==> config.mk <==
export PLATFORM = sky130hd
export DESIGN_NAME = load_store_unit
export DESIGN_NICKNAME = d
export VERILOG_FILES = /design/src/hdl/rv_pkg.sv /design/src/hdl/load_store_unit.sv
export SDC_FILE = /design/constraint.sdc
export NUM_CORES = 1
export LEC_CHECK = 0
export ABC_AREA = 1
export BUFFER_PORTS_ARGS = -buffer_cell sky130_fd_sc_hd__clkbuf_2
export CORE_AREA = 5 5 82 84
export DETAILED_ROUTE_END_ITERATION = 10
export DIE_AREA = 0 0 87 89
export MAX_ROUTING_LAYER = met4
export PLACE_DENSITY_LB_ADDON = 0.12
export SLEW_MARGIN = 20
export SYNTH_ARGS = -nofsm -noshare
export SYNTH_HDL_FRONTEND = slang
export SYNTH_SLANG_ARGS = --single-unit
==> constraint.sdc <==
create_clock -name vclk -period 2.3
set_clock_uncertainty 0.2 [all_clocks]
set_input_delay 0.345 -clock vclk [all_inputs]
set_output_delay 0.345 -clock vclk [all_outputs]
set_load 0.1 [all_outputs]
==> src/hdl/rv_pkg.sv <==
// shared widths, select encodings and control bundles, imported by every RTL module of the core
`default_nettype none

package rv_pkg;

    localparam int XLEN  = 32;
    localparam int NREGS = 32;

    typedef logic [XLEN-1:0] word_t;
    typedef logic [4:0]      reg_idx_t;
    typedef logic [3:0]      be_t;

    // address the core starts from after reset
    localparam word_t RESET_PC = '0;

    // encoded as funct3 so the decoder can cast directly
    typedef enum logic [2:0] {
        ALU_ADD  = 3'b000,
        ALU_SLL  = 3'b001,
        ALU_SLT  = 3'b010,
        ALU_SLTU = 3'b011,
        ALU_XOR  = 3'b100,
        ALU_SRL  = 3'b101,
        ALU_OR   = 3'b110,
        ALU_AND  = 3'b111
    } alu_op_t;

    // low two bits of funct3 under the M extension, division left out
    typedef enum logic [1:0] {
        MUL_MUL    = 2'b00,
        MUL_MULH   = 2'b01,
        MUL_MULHSU = 2'b10,
        MUL_MULHU  = 2'b11
    } mul_op_t;

    // funct3 of the branch opcode, 010 and 011 are reserved
    typedef enum logic [2:0] {
        BR_BEQ  = 3'b000,
        BR_BNE  = 3'b001,
        BR_BLT  = 3'b100,
        BR_BGE  = 3'b101,
        BR_BLTU = 3'b110,
        BR_BGEU = 3'b111
    } branch_op_t;

    typedef enum logic [1:0] {A_ZERO, A_RS1, A_IMM} alu_a_sel_t;

    typedef enum logic [1:0] {B_RS2, B_IMM, B_PC} alu_b_sel_t;

    typedef enum logic [1:0] {WB_ALU, WB_MUL, WB_MEM, WB_PC_PLUS_4} wb_sel_t;

    // matches funct3[1:0] of loads and stores
    typedef enum logic [1:0] {MEM_BYTE, MEM_HALF, MEM_WORD} mem_width_t;

    typedef struct packed {
        alu_a_sel_t alu_a_sel;
        alu_b_sel_t alu_b_sel;
        alu_op_t    alu_op;
        logic       sub_arith;
        mul_op_t    mul_op;
        logic       branch_instr;
        logic       branch_always;
        branch_op_t branch_op;
        logic       dmem_we;
        logic       dmem_re;
        logic       dmem_sign_extend;
        mem_width_t dmem_width;
        wb_sel_t    wb_sel;
        logic       wb_we;
    } ctrl_t;

    typedef struct packed {
        word_t addr;
        word_t wdata;
        be_t   be;
        logic  we;
    } dmem_req_t;

    typedef struct packed {
        logic     we;
        reg_idx_t rd;
        word_t    data;
    } wb_t;

endpackage

`default_nettype wire

==> src/hdl/load_store_unit.sv <==
// store lane placement and load lane extraction between the core and data memory
`timescale 1ns/1ps
`default_nettype none

module load_store_unit (
    input  rv_pkg::ctrl_t     ctrl,
    input  rv_pkg::word_t     addr,
    input  rv_pkg::word_t     rs2_data,
    input  rv_pkg::word_t     dmem_rdata,
    output rv_pkg::dmem_req_t dmem_req,
    output rv_pkg::word_t     load_data
);
    import rv_pkg::*;

    logic [1:0] offset;
    be_t        be;
    word_t      wdata;
    word_t      lane;
    logic       misaligned;

    assign offset = addr[1:0];

    // replicate store data so every lane sees it, byte enables pick the right one
    always_comb begin
        case (ctrl.dmem_width)
            MEM_BYTE: begin
                be    = be_t'(4'b0001 << offset);
                wdata = {4{rs2_data[7:0]}};
            end
            MEM_HALF: begin
                be    = offset[1] ? 4'b1100 : 4'b0011;
                wdata = {2{rs2_data[15:0]}};
            end
            default: begin
                be    = 4'b1111;
                wdata = rs2_data;
            end
        endcase
    end

    assign dmem_req = '{addr: addr, wdata: wdata, be: be, we: ctrl.dmem_we};

    // addressed lane moved down to bit 0
    assign lane = dmem_rdata >> {offset, 3'b000};

    always_comb begin
        case (ctrl.dmem_width)
            MEM_BYTE: load_data = {{(XLEN-8){ctrl.dmem_sign_extend & lane[7]}}, lane[7:0]};
            MEM_HALF: load_data = {{(XLEN-16){ctrl.dmem_sign_extend & lane[15]}}, lane[15:0]};
            default:  load_data = dmem_rdata;
        endcase
    end

    assign misaligned = ((ctrl.dmem_width == MEM_HALF) && offset[0]) ||
                        ((ctrl.dmem_width == MEM_WORD) && (offset != 2'b00));

    assert final ($isunknown(ctrl) || !((ctrl.dmem_re || ctrl.dmem_we) && misaligned))
        else $error("load_store_unit: misaligned access at %h", addr);

endmodule

`default_nettype wire

# Yosys cells after proc, flatten, opt, wreduce, memory -nomap -nowiden
# Cells that the tools add are included.
[op_classes]
n_shift = 2
reduce_logical = 1
muxes = 4
n_bitwise = 2
n_eq_ne = 1
[ops]
columns = ["op", "count"]
rows = [
  ["$pmux 32 s2", 2],
  ["$shr 32x5->16", 1],
  ["$pmux 4 s2", 1],
  ["$mux 4", 1],
  ["$shl 1x2->4 const A", 1],
  ["$and 1x1->1", 2],
  ["$eq 2x1->1 const B", 1],
  ["$logic_not 2->1", 1],
]
[word_totals]
regBits = 0
wordCells = 10
output_inout_bits = 101
in_bits = 119

# Logic depth before layout (Yosys ltp)
# Gate-level depths: netlist (run 1).
[logic_depth]
word_depth = 3
ltp_mapped = 9
depth_no_buf = 7

# Least setup slack after synthesis (run 1)
# No wires, ideal clock.
[synth_path]
path_type = "input port to output port"
start = "input addr[1]"
end = "output dmem_req[3] (netlist name)"
t_required_ns = 1.755
t_arrival_ns = 2.679
cell_stages = 3
setup_slack_ns = -0.924
path_buffers = 1
cell_sequence = "buf_6 -> inv_2 -> o21ai_0"
[synth_rtl]
columns = ["element", "line_no", "source"]
rows = [
  ["start, declared", "load_store_unit.sv:7", "input rv_pkg::word_t addr,"],
  ["end, declared", "load_store_unit.sv:10", "output rv_pkg::dmem_req_t dmem_req,"],
]

# Worst setup path in the final report (run 1)
[layout_path]
start = "input addr[1]"
end = "output load_data[24]"
[layout_between]
elab_chain_len = 3
word_cells_on_any_way = 4
cone_classes = "1 x shift; 1 x mux; 2 x bitwise"
[layout_rtl]
columns = ["element", "line_no", "source"]
rows = [
  ["$shr 32x5->16 *", "load_store_unit.sv:44", "assign lane = dmem_rdata >> {offset, 3'b000};"],
  ["$and 1x1->1 (on tied branches)", "load_store_unit.sv:49, load_store_unit.sv:48", ""],
  ["$pmux 32 s2 *", "load_store_unit.sv:47", "case (ctrl.dmem_width)"],
  ["end, declared", "load_store_unit.sv:11", "output rv_pkg::word_t load_data"],
]
# Mark *: on every way between the ends. The rest lies on a longest branch, timed or not.

==> results.toml, run 1 <==
[synthesis]
synth_cells = 290
synth-warning-count = 0
yosys.area.top_type = "sky130_fd_sc_hd__nand2_1"
synthTopCellsByArea = "sky130_fd_sc_hd__nand2_1 36%, sky130_fd_sc_hd__buf_4 21%, sky130_fd_sc_hd__nand3_1 9.1%"
synth_seq_area_share_pct = 0
synthDominantCellAreaShare_pct = 35.67
synth.cell_area_um2 = 1536
synthesis.area_per_instance_um2 = 5.298
mappedNetlistNets = 409
ys_types = 23

[worst_setup_path]
timing.critical_path.to_type = "primary output"
arrival_ns = 1.62
critPathLaunchType = "input port"
critical_path_required_ns = 1.75
ws_path_type = "input port to primary output"
worstPathMaxFanout = 16

[die]
design.portCount = 220
core.rowCount = 28
starting_density_pct = 26.26
core_region_area_um2 = 5851
dieWidth_um = 87
floorplan.die_area_um2 = 7743
die_height_um = 89

[route]
initialDrtViolationCount = 129
drc = 0
route.antenna.remaining_nets = 0
vias = 2141
postRouteWirelength_um = 6605
vias_per_std_cell = 4.614
drtPass1Iterations = 4
wl_per_cell_um = 14.23

[timing]
min_hold_slack_ns = 0.4900
finalCritPeriodShare_pct = 94.22
worst-slew-pin-transition_ns = 0.5536
period_minus_slack_ns = 2.167
timing.final.setup_violations = 0
rsz_0062_raised_after_global_routing = "false"
relative_slew_margins_pct = 63.25
report.final.hold_viol_count = 0
timing_max_transition_violations_final = 0
fmax_ghz = 0.4615

[layout]
syn2layout_area_growth_pct = 95.77
drive_above_1_share_pct = 49.61
antennaDiodeCount = 0
flops_and_latches = 0
instances_no_fill = 464
final_cell_area_um2 = 3008
sequential_cell_area_um2 = 0
finish.utilization_pct = 51.41
clockBufferCount = 0
num-nets-final = 510

[global_route]
number_of_antenna_violations_at_the_first_check_in_global_routing = 0
grt_pass1_vias = 2160
globalRouteOverflowTotal = 0
grtUsageTotal_pct = 16.90
global_route_wire_length_before_repair_um = 10300
grt_start_max_net_pins = 17

[place]
port-buffer-count = 139
placed_area_um2 = 3008
place.gp.congestion = 0.8071
dp.cells = 464
detailedPlacementHpwl_um = 5848

[power_and_ir_drop]
power-per-cell-area_nw_per_um2 = 495.4
peakVddDrop_mv = 0.2547
leakagePower_nw = 1.680
total_power_consumption_mw = 1.490

[cts]
holdBufCountCts = 0
cts_setup_buffers = 0
cts_resized = 0

[hold_path]
hold_class = "input port to primary output"

[run_status]
outcome = "complete, no violations"

[job]
max_cap_viol_count = 0
## area by class of cell
cell class                      count  area, um^2
Inverter                           14       55.05
Tap cell                           75       93.84
Multi-Input combinational cell    221        1112
Fill cell                         575        2843
Timing Repair Buffer              154        1747
## power by group
part,switching (mW),total [mW],leakage [nW],internal (mW)
combinational,1.01,1.49,1.68,0.479
clock,0,0,0,0
sequential,0,0,0,0
## through the flow
step / TNS, ns / setup slack [ns]
after floorplan: -4.053 / -0.4968
after global placement: 0 / 0.1254
after detailed placement: 0 / 0.1175
after CTS: 0 / 0.1168
after global routing: 0 / 0.01684
final: 0 / 0.1330
## metal layers
| metal | up-vias | GRT usage, % | wire (um) |
|---|---|---|---|
| li1 | 1085 | - | - |
| met1 | 928 | 18.73 | 2587 |
| met2 | 120 | 30.43 | 3202 |
| met3 | 8 | 5.622 | 753 |
| met4 | 0 | 1.700 | 62 |
| met5 | - | - | 0 |
## synthesized netlist by cell type, drive strengths merged
cell type	n
nand2	148
buf	51
nand3	42
inv	14
o21ai	11
nor2	9
o211ai	8
clkbuf	4
a21oi	1
nor3b	1
o21bai	1
## logic make-up (layout without fill, tap and decap cells)
kind of cell,count (synthesis),in the layout,synth area share (%)
AO/OA/AOI/OAI,21,21,8.551
buffers and inverters,69,168,30.21
AND/OR/NAND/NOR,200,200,61.24
## path summary, 6_finish.rpt
kind,from,cells after the start,to,slack (ns)
min,addr[24],0,dmem_req[61],0.49
max,addr[1],7,load_data[24],0.13
## cells in the final DEF, fill, tap and decap left out
cell and n:
sky130_fd_sc_hd__nor2_8 1, sky130_fd_sc_hd__nor2_2 2, sky130_fd_sc_hd__a21oi_1 1, sky130_fd_sc_hd__o21ai_2 10, sky130_fd_sc_hd__nand3_4 1, sky130_fd_sc_hd__o21ai_1 1, sky130_fd_sc_hd__nand3_2 13, sky130_fd_sc_hd__inv_4 1
sky130_fd_sc_hd__inv_2 4, sky130_fd_sc_hd__nor3b_2 1, sky130_fd_sc_hd__buf_12 63, sky130_fd_sc_hd__nand2_4 1, sky130_fd_sc_hd__inv_1 9, sky130_fd_sc_hd__o21bai_2 1, sky130_fd_sc_hd__o211ai_1 8, sky130_fd_sc_hd__buf_4 12
sky130_fd_sc_hd__clkbuf_2 79, sky130_fd_sc_hd__nor2_1 3, sky130_fd_sc_hd__nand3_1 28, sky130_fd_sc_hd__nor2_4 3, sky130_fd_sc_hd__nand2_1 146, sky130_fd_sc_hd__nand2_2 1
## worst max-delay path, cell delays in order
cell                       delay (ns)
sky130_fd_sc_hd__clkbuf_2        0.25
sky130_fd_sc_hd__inv_2           0.18
sky130_fd_sc_hd__nand3_1         0.10
sky130_fd_sc_hd__nand3_2         0.12
sky130_fd_sc_hd__nand3_4         0.22
sky130_fd_sc_hd__nand3_1         0.21
sky130_fd_sc_hd__buf_12          0.19
(Power assumes the default switching activity.)
==> inputs of run 2 (changes only) <==
Settings changed: BUFFER_PORTS_ARGS -buffer_cell sky130_fd_sc_hd__clkbuf_2 to not set, DONT_BUFFER_PORTS set to 1, GPL_TIMING_DRIVEN set to 0.
==> results.toml, run 2 (synthesis gave the netlist of run 1 again) <==
[cts]
holdBufCountCts = 0
cts_setup_buffers = 0

[die]
design.portCount = 220
starting_density_pct = 26.26
core.rowCount = 28
die_height_um = 89
floorplan.die_area_um2 = 7743
core_region_area_um2 = 5851
dieWidth_um = 87

[power_and_ir_drop]
swShare_pct = 86.12
combPwrFrac_pct = 100.0
internal-power_uw = 183.5
power-per-cell-area_nw_per_um2 = 700.8
leakagePower_nw = 1.056
seqPwrFrac_pct = 0
power.switching_mw = 1.139
clock_power_share_pct = 0
peakVddDrop_mv = 0.3174

[layout]
final_cell_mix = "131 x sky130_fd_sc_hd__nand2_1, 43 x sky130_fd_sc_hd__buf_4, 25 x sky130_fd_sc_hd__nand3_1"
clockBufferCount = 0
sequential_cell_area_um2 = 0
num-nets-final = 419
antennaDiodeCount = 0
area_of_the_multi_input_gates_um2 = 1169
instances_no_fill = 373
syn2layout_area_growth_pct = 22.80
fillerInstances = 653
drive_above_1_share_pct = 39.26
final_common_cell = "sky130_fd_sc_hd__nand2_1"
flops_and_latches = 0

[run_status]
outcome = "finished with violations"
violations = "setup timing"

[timing]
fmax_ghz = 0.4144
worst-slew-pin-transition_ns = 1.113
final_tns_setup_ns = -0.5105
fin_ws_ns = -0.1131
period_minus_slack_ns = 2.413
relative_slew_margins_pct = 25.76
rsz_0062_raised_after_global_routing = "true"
timing.final.setup_violations = 5
timing_max_transition_violations_final = 0
finalCritPeriodShare_pct = 104.9
report.final.hold_viol_count = 0

[global_route]
grt_start_max_net_pins = 11
globalRouteOverflowTotal = 0
grt_pass1_vias = 1844
global_route_wire_length_before_repair_um = 9528
grtUsageTotal_pct = 15.88
number_of_antenna_violations_at_the_first_check_in_global_routing = 0

[worst_setup_path]
critPathLaunchType = "input port"
cpMaxStageDelayCell = "sky130_fd_sc_hd__nand3_1"
cp_slowest_stage_delay_ns = 0.79
timing.critical_path.to_type = "primary output"
critical_path_required_ns = 1.75
arrival_ns = 1.87
worstPathMaxFanout = 10
ws_path_type = "input port to primary output"
most_used_cell_along_the_critical_path = "sky130_fd_sc_hd__nand2_1"
critical_path.cell_chain = "buf_6, inv_4, nand2_1, nand2_1, nand2_1, nand2_2, nand2_4, buf_6, nand3_1"

[route]
initialDrtViolationCount = 52
wl_per_cell_um = 18.01
vias = 1824
vias_per_std_cell = 4.890
route.antenna.remaining_nets = 0
drc = 0
postRouteWirelength_um = 6717
drtPass1Iterations = 4

[place]
detailedPlacementHpwl_um = 5788
place.gp.congestion = 0.8049
dp.cells = 373
port-buffer-count = 0

[hold_path]
hold_class = "input port to primary output"

[job]
max_cap_viol_count = 0
## run 2: changes by cell type in the layout (fill, tap and decap cells not counted), sizes merged
cell / change
clkbuf: -75
buf: -16
## run 2: layout make-up
| cell class | count | area share, % |
|---|---|---|
| Buffer | 55 | 22.48 |
| Tap cell | 75 | 4.973 |
| Inverter | 14 | 2.918 |
| Multi-Input combinational cell | 221 | 61.94 |
| Timing Repair Buffer | 8 | 7.692 |
## run 2: critical path: cells and delay by family
kind / cells / cell delay (ns)
AND/OR/NAND/NOR: 6 / 1.12
buffers and inverters: 3 / 0.39
## run 2: stage by stage
| step | area, um^2 | power, mW | setup slack (ns) | utilization (%) | hold slack, ns |
|---|---|---|---|---|---|
| finish | 1887 | 1.322 | -0.1131 | 32.25 | 0.7027 |
| global route | 1887 | 1.364 | -0.1989 | 32.25 | 0.7036 |
| CTS | 1877 | 1.329 | -0.1237 | 32.08 | 0.7031 |
| detailed placement | 1834 | 1.317 | -0.1551 | 31.35 | 0.7031 |
| global placement | 1685 | 1.266 | -0.7506 | 28.81 | 0.7034 |
| floorplan | 1592 | 1.205 | -0.4968 | - | 0.7015 |
## run 2: repair_timing
item	in CTS	in global routing
pin swaps	0	0
endpoints found under the setup margin	23	11
resized for setup	16	2
## run 2: final timing paths
check | start | to | cells after the start
setup / recovery | addr[0] | load_data[26] | 9
hold / removal | addr[24] | dmem_req[61] | 1
## run 2: routing by layer
metal / vias up / global-route usage (%) / wire length (um)
met5: - / - / 0
met4: 0 / 0 / 0
met3: 0 / 2.488 / 651
met2: 115 / 28.99 / 3547
met1: 812 / 19.54 / 2518
li1: 897 / - / -
## run 2: power groups by stage
stage / clock network (mW) / logic, mW / registers, mW
6_report: 0 / 1.32 / 0
5_1_grt: 0 / 1.36 / 0
4_1_cts: 0 / 1.33 / 0
3_5_place_dp: 0 / 1.32 / 0
3_3_place_gp: 0 / 1.27 / 0
2_1_floorplan: 0 / 1.20 / 0
==> inputs of run 3 (changes only) <==
Settings changed: SETUP_SLACK_MARGIN set to 0.15.
==> results.toml, run 3 (synthesis gave the netlist of run 1 again) <==
[run_status]
outcome = "complete, no violations"

[die]
starting_density_pct = 26.26
design.portCount = 220
dieWidth_um = 87
die_height_um = 89
floorplan.die_area_um2 = 7743
core_region_area_um2 = 5851
core.rowCount = 28

[job]
max_cap_viol_count = 0

[route]
vias = 1856
postRouteWirelength_um = 6966
drc = 0
wl_per_cell_um = 18.63
initialDrtViolationCount = 65
route.antenna.remaining_nets = 0
vias_per_std_cell = 4.963
drtPass1Iterations = 6

[worst_setup_path]
critPathLaunchType = "input port"
timing.critical_path.to_type = "primary output"
worstPathMaxFanout = 10
ws_path_type = "input port to primary output"
arrival_ns = 1.64
critical_path_required_ns = 1.75

[global_route]
grt_pass1_vias = 1870
global_route_wire_length_before_repair_um = 9804
globalRouteOverflowTotal = 0
grtUsageTotal_pct = 16.35
grt_start_max_net_pins = 11
number_of_antenna_violations_at_the_first_check_in_global_routing = 0

[layout]
final_cell_mix = "131 x sky130_fd_sc_hd__nand2_1, 44 x sky130_fd_sc_hd__buf_4, 18 x sky130_fd_sc_hd__nand3_2"
antennaDiodeCount = 0
sequential_cell_area_um2 = 0
flops_and_latches = 0
clockBufferCount = 0
final_common_cell = "sky130_fd_sc_hd__nand2_1"
drive_above_1_share_pct = 42.47
num-nets-final = 420
syn2layout_area_growth_pct = 35.67

[place]
port-buffer-count = 0
detailedPlacementHpwl_um = 5856
dp_slack_ns = -0.06948
place.gp.congestion = 0.7775

[power_and_ir_drop]
peakVddDrop_mv = 0.3334
power-per-cell-area_nw_per_um2 = 657.0
leakagePower_nw = 1.145
total_power_consumption_mw = 1.369

[timing]
min_hold_slack_ns = 0.7028
report.final.hold_viol_count = 0
relative_slew_margins_pct = 23.63
finalCritPeriodShare_pct = 94.81
timing.final.setup_violations = 0
worst-slew-pin-transition_ns = 1.145
period_minus_slack_ns = 2.181
rsz_0062_raised_after_global_routing = "true"
timing_max_transition_violations_final = 0
fin_ws_ns = 0.1193
fmax_ghz = 0.4586

[hold_path]
hold_class = "input port to primary output"
[run 3: cell count changes in the layout (fill, tap and decap cells not counted), sizes merged]
cell	delta
buf	+1
[run 3: worst paths after layout]
path	from	end	slack, ns	cells after the start
worst max-delay path	addr[0]	load_data[14]	0.12	9
worst min-delay path	addr[23]	dmem_req[60]	0.70	1
[run 3: timing repair]
item,4_1_cts,5_1_grt
gates resized for setup,17,17
buffers inserted,0,1
pin swaps,0,2
hold buffers,0,0
hold endpoints to repair,0,0
endpoints found under the setup margin,19,31
[run 3: area by class of cell]
cell class | count | area (um^2)
Multi-Input combinational cell | 221 | 1346
Fill cell | 659 | 3766
Inverter | 14 | 55.05
Buffer | 55 | 424.2
Timing Repair Buffer | 9 | 165.2
Tap cell | 75 | 93.84
[run 3: routing by layer]
| layer | routed length (um) | global-route usage [%] | vias to the layer above |
|---|---|---|---|
| met3 | 768 | 3.318 | 2 |
| met1 | 2478 | 18.29 | 842 |
| met5 | 0 | - | - |
| met4 | 27 | 0.5666 | 0 |
| met2 | 3692 | 31.33 | 112 |
| li1 | - | - | 900 |
[run 3: report_power, final]
part           total, mW  switching (mW)  internal, mW
Sequential             0               0             0
Clock                  0               0             0
Combinational       1.37            1.16         0.207
[run 3: worst max-delay path: stages]
cell and delay (ns):
sky130_fd_sc_hd__buf_6 0.15, sky130_fd_sc_hd__inv_4 0.06, sky130_fd_sc_hd__nand2_1 0.05, sky130_fd_sc_hd__nand2_1 0.04, sky130_fd_sc_hd__nand2_1 0.06, sky130_fd_sc_hd__nand2_2 0.07, sky130_fd_sc_hd__nand2_4 0.12, sky130_fd_sc_hd__buf_6 0.22
sky130_fd_sc_hd__nand3_2 0.50
[run 3: stage by stage]
stage | utilization, % | std cells | setup TNS (ns) | area [um^2]
after floorplan | - | 290 | -4.053 | 1654
after global placement | 29.88 | 365 | -6.740 | 1748
after detailed placement | 32.63 | 373 | -0.4861 | 1909
after CTS | 33.96 | 373 | 0 | 1987
after global routing | 35.63 | 374 | 0 | 2085
final | 35.63 | 374 | 0 | 2085
